===== config.mk =====
export PLATFORM = sky130hd
export DESIGN_NAME = fdivsqrt_top
export DESIGN_NICKNAME = d
export VERILOG_FILES = /design/src/design/fdivsqrt_pkg.sv /design/src/design/fdivsqrt_iter.sv /design/src/design/fdivsqrt_round.sv /design/src/design/fdivsqrt_top.sv /design/src/design/fdivsqrt_unpack.sv
export SDC_FILE = /design/constraint.sdc
export NUM_CORES = 1
export LEC_CHECK = 0
export BUFFER_PORTS_ARGS = -buffer_cell sky130_fd_sc_hd__clkbuf_2
export CAP_MARGIN = 20
export CORE_ASPECT_RATIO = 1.75
export CORE_UTILIZATION = 65
export DETAILED_ROUTE_END_ITERATION = 8
export HOLD_SLACK_MARGIN = 0.05
export PLACE_DENSITY = 0.84
export REMOVE_ABC_BUFFERS = 1
export SKIP_LAST_GASP = 1
export SYNTH_ARGS = -nofsm -noshare
export SYNTH_HDL_FRONTEND = slang
export SYNTH_SLANG_ARGS = --single-unit

===== constraint.sdc =====
create_clock -name clk_i -period 21.4 [get_ports clk_i]
set_input_delay 5.35 -clock clk_i [delete_from_list [all_inputs] [get_ports clk_i]]
set_output_delay 5.35 -clock clk_i [all_outputs]
set_load 0.01 [all_outputs]

===== src/design/fdivsqrt_pkg.sv =====
package fdivsqrt_pkg;

   // ------------------------------------------------------------------------
   // Binary32 format
   // ------------------------------------------------------------------------
   localparam int EXP_BITS  = 8;              // Exponent field
   localparam int MAN_BITS  = 23;             // Stored mantissa field
   localparam int PREC_BITS = MAN_BITS + 1;   // Significand incl. hidden bit

   // ------------------------------------------------------------------------
   // Internal widths and counts
   // ------------------------------------------------------------------------
   localparam int EXP_W       = EXP_BITS + 2;  // Signed, room for under/overflow
   localparam int RES_W       = PREC_BITS + 4; // Result significand plus rounding bits
   localparam int ITER_CYCLES = RES_W;         // One quotient/root bit per cycle
   localparam int LZC_W       = $clog2(PREC_BITS);
   localparam int CNT_W       = $clog2(ITER_CYCLES + 1);
   localparam int SHIFT_W     = $clog2(RES_W + 1);

   // Exponent constants in the signed internal width
   localparam logic signed [EXP_W-1:0] BIAS    = EXP_W'(127);
   localparam logic signed [EXP_W-1:0] EXP_INF = EXP_W'((2 ** EXP_BITS) - 1);

   localparam logic [31:0] QNAN = 32'h7FC0_0000; // Canonical quiet NaN

   // ------------------------------------------------------------------------
   // Types
   // ------------------------------------------------------------------------
   // IEEE rounding modes, encoding as in the RISC-V frm field
   typedef enum logic [2:0] {
      RNE = 3'b000,  // Nearest, ties to even
      RTZ = 3'b001,  // Toward zero
      RDN = 3'b010,  // Toward minus infinity
      RUP = 3'b011   // Toward plus infinity
   } roundmode_e;

   typedef enum logic {
      OP_DIV  = 1'b0,
      OP_SQRT = 1'b1
   } divsqrt_op_e;

   // Iterator control
   typedef enum logic [1:0] {
      IDLE  = 2'b00,  // Waiting for start
      ITER  = 2'b01,  // Setup cycle plus recurrence
      ROUND = 2'b10   // Result valid for one cycle
   } ctrl_state_e;

   // IEEE exception flags
   typedef struct packed {
      logic NV;  // Invalid operation
      logic DZ;  // Division by zero
      logic OF;  // Overflow
      logic UF;  // Underflow
      logic NX;  // Inexact
   } status_t;

endpackage


===== src/design/fdivsqrt_iter.sv =====
module fdivsqrt_iter import fdivsqrt_pkg::*; (
   input  logic                    clk_i,
   input  logic                    arst_n_i,
   input  logic                    div_start_i,
   input  logic                    sqrt_start_i,
   input  logic                    kill_i,
   input  divsqrt_op_e             op_i,
   input  logic                    special_i,   // Bypass the recurrence
   input  logic [PREC_BITS-1:0]    mant_a_i,    // Normalized, MSB set
   input  logic [PREC_BITS-1:0]    mant_b_i,
   input  logic signed [EXP_W-1:0] exp_a_i,
   input  logic signed [EXP_W-1:0] exp_b_i,
   output logic                    accept_o,
   output logic                    in_ready_o,
   output logic                    done_o,
   output logic                    finish_o,
   output logic [RES_W-1:0]        res_mant_o,  // Bit 0 carries sticky
   output logic signed [EXP_W-1:0] res_exp_o
);

   ctrl_state_e             state_q;
   logic [CNT_W-1:0]        cnt_q;          // 0 is the setup cycle
   logic [RES_W+1:0]        rem_q, rem_d;   // Partial remainder
   logic [RES_W-1:0]        res_q, res_d;   // Quotient/root bits, MSB first
   logic [PREC_BITS+1:0]    rad_q, rad_d;   // Radicand pairs not yet consumed
   logic signed [EXP_W-1:0] exp_q, exp_d;
   logic signed [EXP_W-1:0] exp_unb;        // Unbiased sqrt exponent
   logic signed [EXP_W-1:0] exp_even;
   logic                    exp_odd;
   logic [RES_W+1:0]        divisor;
   logic [RES_W+1:0]        rem_sh;         // Remainder with next pair shifted in
   logic [RES_W+1:0]        trial;          // 4*root + 1

   assign in_ready_o = (state_q == IDLE);
   assign accept_o   = in_ready_o & (div_start_i | sqrt_start_i);
   assign finish_o   = (state_q == ROUND);
   assign done_o     = finish_o & ~kill_i;  // Killed result is dropped

   // ------------------------------------------------------------------------
   // Control FSM
   // ------------------------------------------------------------------------
   always_ff @(posedge clk_i or negedge arst_n_i) begin
      if (!arst_n_i) begin
         state_q <= IDLE;
         cnt_q   <= '0;
      end else begin
         case (state_q)
            IDLE: begin
               cnt_q <= '0;
               if (accept_o) state_q <= ITER;
            end
            ITER: begin
               cnt_q <= cnt_q + 1'b1;
               if (kill_i) state_q <= IDLE;
               else if (special_i || cnt_q == CNT_W'(ITER_CYCLES)) state_q <= ROUND;
            end
            ROUND:   state_q <= IDLE;  // One cycle, also on kill
            default: state_q <= IDLE;
         endcase
      end
   end

   // ------------------------------------------------------------------------
   // Recurrence datapath
   // ------------------------------------------------------------------------
   assign exp_unb  = exp_a_i - BIAS;
   assign exp_odd  = exp_unb[0];
   assign exp_even = {exp_unb[EXP_W-1:1], 1'b0};            // Round down to even
   assign divisor  = (RES_W+2)'(mant_b_i);
   assign rem_sh   = {rem_q[RES_W-1:0], rad_q[PREC_BITS+1 -: 2]};
   assign trial    = {res_q, 2'b01};

   always_comb begin : recurrence
      rem_d = rem_q;
      res_d = res_q;
      rad_d = rad_q;
      exp_d = exp_q;
      if (cnt_q == '0) begin                                 // Setup
         res_d = '0;
         if (op_i == OP_DIV) begin
            rem_d = (RES_W+2)'(mant_a_i);
            exp_d = exp_a_i - exp_b_i + BIAS;
         end else begin
            rem_d = '0;
            rad_d = exp_odd ? {mant_a_i, 2'b00} : {1'b0, mant_a_i, 1'b0}; // Odd: x2
            exp_d = (exp_even >>> 1) + BIAS;
         end
      end else if (op_i == OP_DIV) begin                     // Restoring division
         if (rem_q >= divisor) begin
            rem_d = (rem_q - divisor) << 1;
            res_d = {res_q[RES_W-2:0], 1'b1};
         end else begin
            rem_d = rem_q << 1;
            res_d = {res_q[RES_W-2:0], 1'b0};
         end
      end else begin                                         // Digit-by-digit root
         if (rem_sh >= trial) begin
            rem_d = rem_sh - trial;
            res_d = {res_q[RES_W-2:0], 1'b1};
         end else begin
            rem_d = rem_sh;
            res_d = {res_q[RES_W-2:0], 1'b0};
         end
         rad_d = rad_q << 2;
      end
   end

   always_ff @(posedge clk_i) begin
      if (state_q == ITER) begin
         rem_q <= rem_d;
         res_q <= res_d;
         rad_q <= rad_d;
         exp_q <= exp_d;
      end
   end

   assign res_mant_o = {res_q[RES_W-1:1], res_q[0] | (|rem_q)}; // Nonzero rem is inexact
   assign res_exp_o  = exp_q;

endmodule


===== src/design/fdivsqrt_round.sv =====
module fdivsqrt_round import fdivsqrt_pkg::*; (
   input  logic                    special_i,
   input  logic [31:0]             special_result_i,
   input  status_t                 special_status_i,
   input  logic                    sign_i,
   input  roundmode_e              rnd_mode_i,
   input  logic [RES_W-1:0]        res_mant_i,  // 1.x or 0.1x, sticky in LSB
   input  logic signed [EXP_W-1:0] res_exp_i,
   output logic [31:0]             result_o,
   output status_t                 status_o
);

   logic                            msb_zero;
   logic [RES_W-1:0]                norm_mant;
   logic signed [EXP_W-1:0]         norm_exp;
   logic signed [EXP_W-1:0]         amt;          // 1 - exp, subnormal shift
   logic [SHIFT_W-1:0]              shamt;
   logic [RES_W-1:0]                fin_mant;
   logic [RES_W-1:0]                out_bits;     // Shifted past the LSB
   logic signed [EXP_W-1:0]         fin_exp;
   logic                            of_before, of_after, uf_after;
   logic [EXP_BITS+MAN_BITS-1:0]    pre_abs, rounded_abs;
   logic                            round_bit, sticky_bit, round_up;
   logic [31:0]                     reg_result;
   status_t                         reg_status;

   // ------------------------------------------------------------------------
   // Pre-round shifts
   // ------------------------------------------------------------------------
   assign msb_zero  = ~res_mant_i[RES_W-1];
   assign norm_mant = msb_zero ? res_mant_i << 1 : res_mant_i;
   assign norm_exp  = res_exp_i - EXP_W'(msb_zero);
   assign amt       = EXP_W'(1) - norm_exp;

   always_comb begin : right_shift_amount
      if (norm_exp > 0) shamt = '0;                 // Normal, no shift
      else if (amt >= RES_W) shamt = SHIFT_W'(RES_W); // All into sticky
      else shamt = amt[SHIFT_W-1:0];
   end

   assign {fin_mant, out_bits} = {norm_mant, {RES_W{1'b0}}} >> shamt;
   assign fin_exp   = (norm_exp > 0) ? norm_exp : '0;  // Subnormal field is zero
   assign of_before = (fin_exp >= EXP_INF);

   // Overflow is rounded from the largest finite value with R and S set
   assign pre_abs    = of_before ? {EXP_BITS'(EXP_INF - 1), {MAN_BITS{1'b1}}}
                                 : {fin_exp[EXP_BITS-1:0], fin_mant[RES_W-2 -: MAN_BITS]};
   assign round_bit  = fin_mant[RES_W-2-MAN_BITS] | of_before;
   assign sticky_bit = (|fin_mant[RES_W-3-MAN_BITS:0]) | (|out_bits) | of_before;

   // ------------------------------------------------------------------------
   // Rounding
   // ------------------------------------------------------------------------
   always_comb begin : round_decision
      case (rnd_mode_i)
         RNE:     round_up = round_bit & (sticky_bit | pre_abs[0]); // Ties to even
         RTZ:     round_up = 1'b0;
         RDN:     round_up = (round_bit | sticky_bit) & sign_i;
         RUP:     round_up = (round_bit | sticky_bit) & ~sign_i;
         default: round_up = 1'b0;
      endcase
   end

   // Carry may enter the exponent, e.g. subnormal to normal or max to inf
   assign rounded_abs = pre_abs + (EXP_BITS+MAN_BITS)'(round_up);
   assign of_after    = (rounded_abs[EXP_BITS+MAN_BITS-1:MAN_BITS] == '1);
   assign uf_after    = (rounded_abs[EXP_BITS+MAN_BITS-1:MAN_BITS] == '0);

   // ------------------------------------------------------------------------
   // Flags and result select
   // ------------------------------------------------------------------------
   assign reg_result    = {sign_i, rounded_abs};
   assign reg_status.NV = 1'b0;                        // Invalid cases are all special
   assign reg_status.DZ = 1'b0;
   assign reg_status.OF = of_before | of_after;
   assign reg_status.UF = uf_after & (round_bit | sticky_bit); // Tiny and inexact
   assign reg_status.NX = round_bit | sticky_bit;      // Includes overflow

   assign result_o = special_i ? special_result_i : reg_result;
   assign status_o = special_i ? special_status_i : reg_status;

endmodule


===== src/design/fdivsqrt_top.sv =====
module fdivsqrt_top import fdivsqrt_pkg::*; (
   input  logic        clk_i,
   input  logic        arst_n_i,
   input  logic [31:0] operand_a_i,
   input  logic [31:0] operand_b_i,     // Ignored for square root
   input  logic        div_start_i,
   input  logic        sqrt_start_i,
   input  roundmode_e  rnd_mode_i,
   input  logic        kill_i,
   output logic [31:0] result_o,        // Valid while done_o is high
   output status_t     status_o,
   output logic        in_ready_o,
   output logic        done_o
);

   logic                    accept, sqrt_sel, sign, special;
   divsqrt_op_e             op;
   roundmode_e              rnd_mode;
   logic [31:0]             special_result;
   status_t                 special_status;
   logic [PREC_BITS-1:0]    mant_a, mant_b;
   logic signed [EXP_W-1:0] exp_a, exp_b, res_exp;
   logic [RES_W-1:0]        res_mant;

   assign sqrt_sel = sqrt_start_i & ~div_start_i; // Division wins a tie

   fdivsqrt_unpack i_unpack (
      .clk_i, .arst_n_i, .operand_a_i, .operand_b_i, .sqrt_start_i (sqrt_sel),
      .rnd_mode_i, .accept_i (accept), .op_o (op), .rnd_mode_o (rnd_mode), .sign_o (sign),
      .special_o (special), .special_result_o (special_result),
      .special_status_o (special_status), .mant_a_o (mant_a), .mant_b_o (mant_b),
      .exp_a_o (exp_a), .exp_b_o (exp_b));

   fdivsqrt_iter i_iter (
      .clk_i, .arst_n_i, .div_start_i, .sqrt_start_i, .kill_i, .op_i (op),
      .special_i (special), .mant_a_i (mant_a), .mant_b_i (mant_b), .exp_a_i (exp_a),
      .exp_b_i (exp_b), .accept_o (accept), .in_ready_o, .done_o,
      .finish_o (), .res_mant_o (res_mant), .res_exp_o (res_exp)); // done_o covers finish

   fdivsqrt_round i_round (
      .special_i (special), .special_result_i (special_result),
      .special_status_i (special_status), .sign_i (sign), .rnd_mode_i (rnd_mode),
      .res_mant_i (res_mant), .res_exp_i (res_exp), .result_o, .status_o);

endmodule


===== src/design/fdivsqrt_unpack.sv =====
module fdivsqrt_unpack import fdivsqrt_pkg::*; (
   input  logic                    clk_i,
   input  logic                    arst_n_i,
   input  logic [31:0]             operand_a_i,
   input  logic [31:0]             operand_b_i,
   input  logic                    sqrt_start_i,     // Square root selected, B unused
   input  roundmode_e              rnd_mode_i,
   input  logic                    accept_i,         // New operation taken this cycle
   output divsqrt_op_e             op_o,
   output roundmode_e              rnd_mode_o,
   output logic                    sign_o,
   output logic                    special_o,
   output logic [31:0]             special_result_o,
   output status_t                 special_status_o,
   output logic [PREC_BITS-1:0]    mant_a_o,
   output logic [PREC_BITS-1:0]    mant_b_o,
   output logic signed [EXP_W-1:0] exp_a_o,
   output logic signed [EXP_W-1:0] exp_b_o
);

   // Leading zeros, highest set bit wins since the loop runs upward
   function automatic logic [LZC_W-1:0] lzc(input logic [PREC_BITS-1:0] m);
      logic [LZC_W-1:0] cnt;
      cnt = '0;
      for (int i = 0; i < PREC_BITS; i++) begin
         if (m[i]) cnt = LZC_W'(PREC_BITS - 1 - i);
      end
      return cnt;
   endfunction

   logic [1:0][31:0]          ops;      // [0] = A, [1] = B
   logic [1:0]                sign, is_zero, is_sub, is_inf, is_nan, is_snan;
   logic [1:0][EXP_BITS-1:0]  exp_f;
   logic [1:0][MAN_BITS-1:0]  man_f;
   logic [1:0][PREC_BITS-1:0] mant_ext;  // With hidden bit
   logic [1:0][LZC_W-1:0]     lz;
   logic                      res_sign;
   logic                      spec;
   logic [31:0]               spec_res;
   status_t                   spec_st;

   assign ops = {operand_b_i, operand_a_i};

   // ------------------------------------------------------------------------
   // Classification and normalization
   // ------------------------------------------------------------------------
   always_comb begin : classify
      for (int i = 0; i < 2; i++) begin
         sign[i]     = ops[i][31];
         exp_f[i]    = ops[i][MAN_BITS +: EXP_BITS];
         man_f[i]    = ops[i][MAN_BITS-1:0];
         is_zero[i]  = (exp_f[i] == '0) && (man_f[i] == '0);
         is_sub[i]   = (exp_f[i] == '0) && (man_f[i] != '0);
         is_inf[i]   = (exp_f[i] == '1) && (man_f[i] == '0);
         is_nan[i]   = (exp_f[i] == '1) && (man_f[i] != '0);
         is_snan[i]  = is_nan[i] & ~man_f[i][MAN_BITS-1]; // Quiet bit clear
         mant_ext[i] = {|exp_f[i], man_f[i]};
         lz[i]       = lzc(mant_ext[i]);
      end
      if (sqrt_start_i) begin // B acts as a plain normal number
         is_zero[1] = 1'b0;
         is_sub[1]  = 1'b0;
         is_inf[1]  = 1'b0;
         is_nan[1]  = 1'b0;
         is_snan[1] = 1'b0;
      end
   end

   assign res_sign = sqrt_start_i ? sign[0] : sign[0] ^ sign[1];

   // ------------------------------------------------------------------------
   // Special cases, in priority order
   // ------------------------------------------------------------------------
   always_comb begin : special_case
      spec     = 1'b1;
      spec_res = QNAN;
      spec_st  = '0;
      if (|is_nan) begin
         spec_st.NV = |is_snan;                          // Only sNaN is invalid
      end else if (is_zero[0] && is_zero[1]) begin
         spec_st.NV = 1'b1;                              // 0/0
      end else if (is_zero[1]) begin
         spec_res   = {res_sign, {EXP_BITS{1'b1}}, {MAN_BITS{1'b0}}};
         spec_st.DZ = ~is_inf[0];                        // inf/0 is exact
      end else if (is_zero[0]) begin
         spec_res = {res_sign, 31'd0};                   // 0/x, sqrt(+-0)
      end else if (sqrt_start_i && sign[0]) begin
         spec_st.NV = 1'b1;                              // Negative radicand
      end else if (is_inf[0] && is_inf[1]) begin
         spec_st.NV = 1'b1;                              // inf/inf
      end else if (is_inf[0]) begin
         spec_res = {res_sign, {EXP_BITS{1'b1}}, {MAN_BITS{1'b0}}};
      end else if (is_inf[1]) begin
         spec_res = {res_sign, 31'd0};                   // x/inf
      end else begin
         spec = 1'b0;                                    // Regular path
      end
   end

   // Control part of the operation
   always_ff @(posedge clk_i or negedge arst_n_i) begin
      if (!arst_n_i) begin
         op_o       <= OP_DIV;
         rnd_mode_o <= RNE;
         special_o  <= 1'b0;
      end else if (accept_i) begin
         op_o       <= sqrt_start_i ? OP_SQRT : OP_DIV;
         rnd_mode_o <= rnd_mode_i;
         special_o  <= spec;
      end
   end

   // Payload, held for the whole operation
   always_ff @(posedge clk_i) begin
      if (accept_i) begin
         sign_o           <= res_sign;
         special_result_o <= spec_res;
         special_status_o <= spec_st;
         mant_a_o         <= mant_ext[0] << lz[0];
         mant_b_o         <= mant_ext[1] << lz[1];
         exp_a_o <= EXP_W'(exp_f[0]) - EXP_W'(lz[0]) + EXP_W'(is_sub[0]); // 1 - lz if sub
         exp_b_o <= EXP_W'(exp_f[1]) - EXP_W'(lz[1]) + EXP_W'(is_sub[1]);
      end
   end

endmodule


==> flow_summary.yaml, run 1 <==
status:
  status: "finished clean"
yosys:
  synth_seq_cells: 179
  synthCells: 2243
  synth.top_cells.by_count: "nand2_1 (207), nor2_1 (203), a21oi_1 (172)"
  synthTopCellsByArea: "edfxtp_1 (27%), ha_1 (6.6%), mux2i_1 (5.6%), a21oi_1 (4.6%), o21ai_0 (4.2%)"
  yosys.area.top_type: "edfxtp_1"
  async_reset_ff_frac: 0.0670
  ys_seq_area_frac: 0.285
  synth_enable_flop_cells: 167
  yosysMostFrequentCell: "nand2_1"
  post-synth-top-area-fraction: 0.269
  syn_area_um2: 18600
  synthFlopType: "edfxtp_1"
  syn_avg_cell_area_um2: 8.31
  ys.warnings.count: 0
  synth_cell_type_count: 110
sta:
  tns_ps: 0
  holdWs_ps: 528
  hold_viol_final: 0
  clock.fmax_ghz: 0.0695
  worst_pin_slew_ps: 1230
  slew_headroom: 0.176
  fin_skew_ps: 16.3
  drv_slew: 0
  finalCriticalPeriod_ps: 14400
  period_share: 0.673
  final.setup.worst_slack_ps: 7000
  grt_setup_unrepaired: "false"
  setup_viol: 0
placed_design:
  gp_congestion: 1.03
  dpl-instance-area_um2: 19400
  hpwl_mm: 47.8
  port-buffer-count: 110
  place_ws_ps: 7850
layout:
  layout.nets: 2470
  area_growth_pct: 7.93
  seqCellArea_um2: 5320
  multi_input_area_um2: 12300
  num-fill-cells: 2117
  drive_above_1_share: 0.119
  final_area_um2: 20100
global_routing:
  grt_pass1_vias: 18200
  grt_start_max_net_pins: 81
  grt_first_pass_wirelength_mm: 101
  antenna_found_initial: 9
  grt_overflow: 0
  grt_use_total: 0.464
run:
  cap_violations: 0
worst_hold_path:
  hold_class: "register to register"
  min_from: "i_iter.rad_q[23]$_DFFE_PP_"
clock_tree:
  cts_tree: "done"
  clock_path_buffers: 2
  insertion_delay_ps: 460
  cts_hold_buffers: 0
  cts_resized: 0
  numClockSinks: 179
  cts-buffers-inserted: 17
  htreeDepth: 4
  cts_root_buffer: "clkbuf_16"
  postCtsSetupBuffers: 0
  clkTransAtPathRegs_ps: 80
setup_path:
  crit_path_max_incr_delay_ps: 690
  startpoint: "i_iter.res_q[27]$_SDFFCE_PP0P_"
  arrival_ps: 9050
  cp_slowest_cell: "xor2_1"
  worstPathMaxFanout: 49
  crit_type: "register to output port"
  crit_family: "compound AO/OA/AOI/OAI gates"
  crit_top_cell: "ha_1"
  worstPathRequired_ps: 16050
  r2r_slack_ps: 16130
  timing.rr.start: "i_iter.rem_q[0]$_DFFE_PP_"
  start_kind: "register"
  crit_path_end_kind: "output port"
  critPathBufInv: 3
die:
  core_um2: 28100
  io-pin-count: 111
  die_w_um: 130
  dieHeight_um: 226
  initial_core_util: 0.664
  num_rows: 81
  die_area_um2: 29400
route:
  routed_wl_mm: 65.3
  via_per_inst: 6.96
  drt_iter0_drc: 1912
  first_pass_iters: 7
  ant_nets: 0
  via_count: 18700
  drc: 0
  wire_per_inst_um: 24.3
-- metrics by stage --
step                       util  cells
after detailed placement  0.693   2644
after global placement    0.693   2644
after floorplan               -   2128
after CTS                 0.714   2676
final                     0.717   2686
after global routing      0.716   2682
-- routing by layer --
metal,track usage,part of all wire
met2,0.764,0.48
met5,0,0.0011
met4,0.453,0.11
met3,0.185,0.091
met1,0.423,0.31
-- cell type report --
cell class / count / area share
repair buffers: 149 / 0.0428
multi-input cells: 1806 / 0.613
well taps: 373 / 0.0232
flip-flops and latches: 179 / 0.264
diodes: 4 / 0.000498
clock buffers: 17 / 0.0211
clock inverters: 15 / 0.00889
inverters: 143 / 0.0267
-- cells by family after synthesis --
family,synth area share
and+or+nand+nor,0.200
AOI/OAI and AO/OA,0.254
buffers and inverters,0.0563
DFF,0.285
muxes,0.0791
xor gates and xnor gates,0.0544
adders and majority gates,0.0706
-- sequential cells by signal, indices dropped and copies added (netlist names) --
name	cells
i_unpack.exp_b_o	10
i_iter.rem_q	30
i_iter.cnt_q	5
i_unpack.special_o	1
i_iter.res_q	28
i_unpack.mant_a_o	24
i_iter.res_exp_o	10
i_unpack.op_o	1
i_unpack.exp_a_o	10
i_unpack.special_status_o	2
i_iter.rad_q	25
i_iter.state_q	2
i_unpack.sign_o	1
i_unpack.rnd_mode_o	3
i_unpack.special_result_o	3
i_unpack.mant_b_o	24
-- worst paths after layout --
check / to / depth (start not counted)
max: status_o[2] / 26
min: i_iter.rad_q[25]$_DFFE_PP_ / 2
max reg2reg: i_iter.rem_q[3]$_DFFE_PP_ / 19
min reg2reg: i_iter.rad_q[25]$_DFFE_PP_ / 2
max in group asynchronous: i_unpack.op_o$_DFFE_PN0P_ / 1
min in group asynchronous: i_iter.state_q[1]$_DFFE_PN0P_ / 1
-- placed cells by master, fill, tap and decap left out, types with 8 or more instances in the layout --
master	netlist	layout
nand2_1	207	207
nor2_1	203	203
a21oi_1	172	171
edfxtp_1	167	167
o21ai_0	157	155
inv_1	137	136
clkbuf_2	1	110
mux2i_1	105	105
ha_1	98	98
nor3_1	67	67
xnor2_1	67	66
nand3_1	53	53
xor2_1	45	45
o211ai_1	44	44
a211oi_1	41	41
a21o_1	38	38
buf_4	8	33
nor4_1	32	32
o22ai_1	31	31
a221oi_1	26	26
nor2b_1	25	25
and2_1	26	25
nand2b_1	23	23
nand4_1	20	20
or3_1	19	19
a31oi_1	18	18
and3_1	18	18
o31ai_1	18	17
clkbuf_16	0	17
a21boi_0	16	16
o21bai_1	16	16
a22oi_1	14	14
o21a_1	14	13
mux4_2	12	12
mux2_2	11	11
dfrtp_1	12	11
or4_1	8	8
-- worst min-delay path, cell delays in order, from the launching register on --
cell and delay [ps]:
edfxtp_1 330, nand2_1 50, nand2_1 50
Power of run 1 is not shown: default switching activity piles up to over one toggle a cycle in this logic, so the estimate is an artifact.
==> inputs of run 2 (changes only) <==
- ABC_AREA: not set -> 1
- CORE_UTILIZATION: 65 -> 63
- PLACE_DENSITY: 0.84 -> 0.82
- clock period: 21.4 -> 14.07 ns (I/O delays scaled with it)
==> flow_summary.yaml, run 2 <==
setup_path:
  worstPathMaxFanout: 56
  worstPathRequired_ps: 10550
  crit_path_end_kind: "output port"
  crit_path_max_incr_delay_ps: 840
  start_kind: "register"
  cp_slowest_cell: "nor2_2"
  crit_top_cell: "nand2_1"
  arrival_ps: 7410
  crit_type: "register to output port"
sta:
  slew_headroom: 0.248
  drv_slew: 0
  setup_viol: 0
  hold_viol_final: 0
  worst_pin_slew_ps: 1130
  fin_skew_ps: 11.3
  period_share: 0.777
  tns_ps: 0
  finalCriticalPeriod_ps: 10930
  clock.fmax_ghz: 0.0915
  grt_setup_unrepaired: "false"
die:
  die_area_um2: 30000
  num_rows: 82
  die_w_um: 131
  dieHeight_um: 228
  io-pin-count: 111
  initial_core_util: 0.641
  core_um2: 28700
global_routing:
  grt_first_pass_wirelength_mm: 95.2
  grt_start_max_net_pins: 81
  grt_overflow: 0
  grt_pass1_vias: 19300
  grt_use_total: 0.404
  antenna_found_initial: 0
worst_hold_path:
  hold_class: "register to register"
clock_tree:
  cts_tree: "done"
  cts_root_buffer: "clkbuf_16"
  clock_path_buffers: 2
  postCtsSetupBuffers: 0
  insertion_delay_ps: 460
  cts-buffers-inserted: 17
  htreeDepth: 4
  numClockSinks: 179
  cts_hold_buffers: 0
  cts_resized: 0
  clkTransAtPathRegs_ps: 70
yosys:
  yosys.area_share.adder: 0.0709
  synthFlopType: "edfxtp_1"
  async_reset_ff_frac: 0.0670
  synthTopCellsByArea: "edfxtp_1 (27%), nand2_1 (15%), o21ai_0 (6.8%), ha_1 (6.7%), inv_1 (6.6%)"
  syn_area_um2: 18400
  synth_xor_area_frac: 0.0441
  synth_compound_area_frac: 0.163
  synth_mux_area_frac: 0.00326
  synthCells: 2786
  synth_enable_flop_cells: 167
  synth.top_cells.by_count: "nand2_1 (731), inv_1 (323), nor2_1 (293)"
  yosysMostFrequentCell: "nand2_1"
  yosys.area_share.simple: 0.337
  synth_seq_cells: 179
  post-synth-top-area-fraction: 0.272
  ys.warnings.count: 0
  synth_cell_type_count: 62
  yosys.area.top_type: "edfxtp_1"
  ys_seq_area_frac: 0.289
  syn_avg_cell_area_um2: 6.61
  synth_top_family_by_area: "simple AND/OR/NAND/NOR gates"
route:
  via_count: 19700
  drc: 0
  wire_per_inst_um: 18.5
  routed_wl_mm: 59.7
  drt_iter0_drc: 1203
  first_pass_iters: 8
  via_per_inst: 6.10
  ant_nets: 0
layout:
  num-fill-cells: 2524
  antennaDiodeCount: 0
  top_register: "i_iter.rem_q"
  multi_input_area_um2: 11400
  largest_reg_flops: 30
  final_cell_mix: "nand2_1 (731), inv_1 (322), nor2_1 (291), o21ai_0 (250), nand3_1 (240)"
  reg.largest.list: "i_iter.rem_q (30), i_iter.res_q (28), i_iter.rad_q (25)"
  seqCellArea_um2: 5320
  final_common_cell: "nand2_1"
  fin_cells: 3230
  layout.nets: 3013
  drive_above_1_share: 0.0863
  area_growth_pct: 7.17
run:
  cap_violations: 0
placed_design:
  port-buffer-count: 110
  gp_congestion: 1.02
  hpwl_mm: 46.8
  dp.cells: 3198
status:
  status: "finished clean"
## run 2: cell count changes after synthesis, sizes merged, moves of 30 or more
| cell | before | now |
|---|---|---|
| inv | 141 | 332 |
| a21o | 38 | 7 |
| xnor2 | 69 | 34 |
| a211oi | 45 | 5 |
| nor2 | 203 | 319 |
| mux2i | 106 | 6 |
| nand2 | 209 | 755 |
| o21ai | 160 | 271 |
| o211ai | 44 | 14 |
| nand3 | 54 | 243 |
## run 2: worst paths after layout
kind | from | to | slack (ps) | cells past startpoint
worst max-delay path | i_iter.res_q[27]$_SDFFCE_PP0P_ | status_o[2] | 3140 | 44
worst min-delay path | i_unpack.rnd_mode_o[2]$_DFFE_PN0P_ | i_unpack.rnd_mode_o[2]$_DFFE_PN0P_ | 520 | 2
worst max register to register | i_iter.rem_q[3]$_DFFE_PP_ | i_iter.rem_q[4]$_DFFE_PP_ | 8900 | 24
worst min register to register | i_unpack.rnd_mode_o[2]$_DFFE_PN0P_ | i_unpack.rnd_mode_o[2]$_DFFE_PN0P_ | 520 | 2
max in group asynchronous | arst_n_i | i_iter.state_q[0]$_DFFE_PN0P_ | 10870 | 1
min in group asynchronous | arst_n_i | i_unpack.rnd_mode_o[0]$_DFFE_PN0P_ | 2950 | 1
## run 2: final cells by class
cell class                      instances  area share
Clock buffer                           18      0.0217
Clock inverter                         14     0.00824
Inverter                              334      0.0638
Multi-Input combinational cell       2177       0.578
Sequential cell                       179       0.269
Tap cell                              378      0.0240
Timing Repair Buffer                  130      0.0355
## run 2: cell families after synthesis
| logic type | Yosys count |
|---|---|
| adders and majority gates | 102 |
| DFF | 179 |
| muxes | 6 |
| buffers and inverters | 430 |
| and+or+nand+nor | 1437 |
| AOI/OAI and AO/OA | 540 |
| xor gates and xnor gates | 92 |
## run 2: critical path, delay by kind of cell, from the launching register on
family / cells / cell delay (ps)
XOR/XNOR: 1 / 230
AO/OA/AOI/OAI: 3 / 480
adder cells (fa/ha/maj): 5 / 1090
AND/OR/NAND/NOR: 26 / 3550
buffers and inverters: 9 / 1220
flip-flops: 1 / 330
## run 2: metal layers
metal / share of wire / track usage / vias to the layer above
met5: 0 / 0 / -
met4: 0.10 / 0.369 / 0
met3: 0.052 / 0.0540 / 342
met2: 0.52 / 0.770 / 922
met1: 0.32 / 0.363 / 8980
li1: - / - / 9472
## run 2: per-stage QoR
| stage | utilization | worst slack [ps] | instance area (µm²) | hold slack (ps) |
|---|---|---|---|---|
| floorplan | - | 4100 | 18000 | 467 |
| global placement | 0.667 | 3800 | 19200 | 492 |
| detailed placement | 0.667 | 3690 | 19200 | 501 |
| CTS | 0.687 | 3200 | 19700 | 519 |
| global route | 0.687 | 2370 | 19700 | 534 |
| finish | 0.687 | 3140 | 19700 | 516 |
Power of run 2 is left out for the same reason.
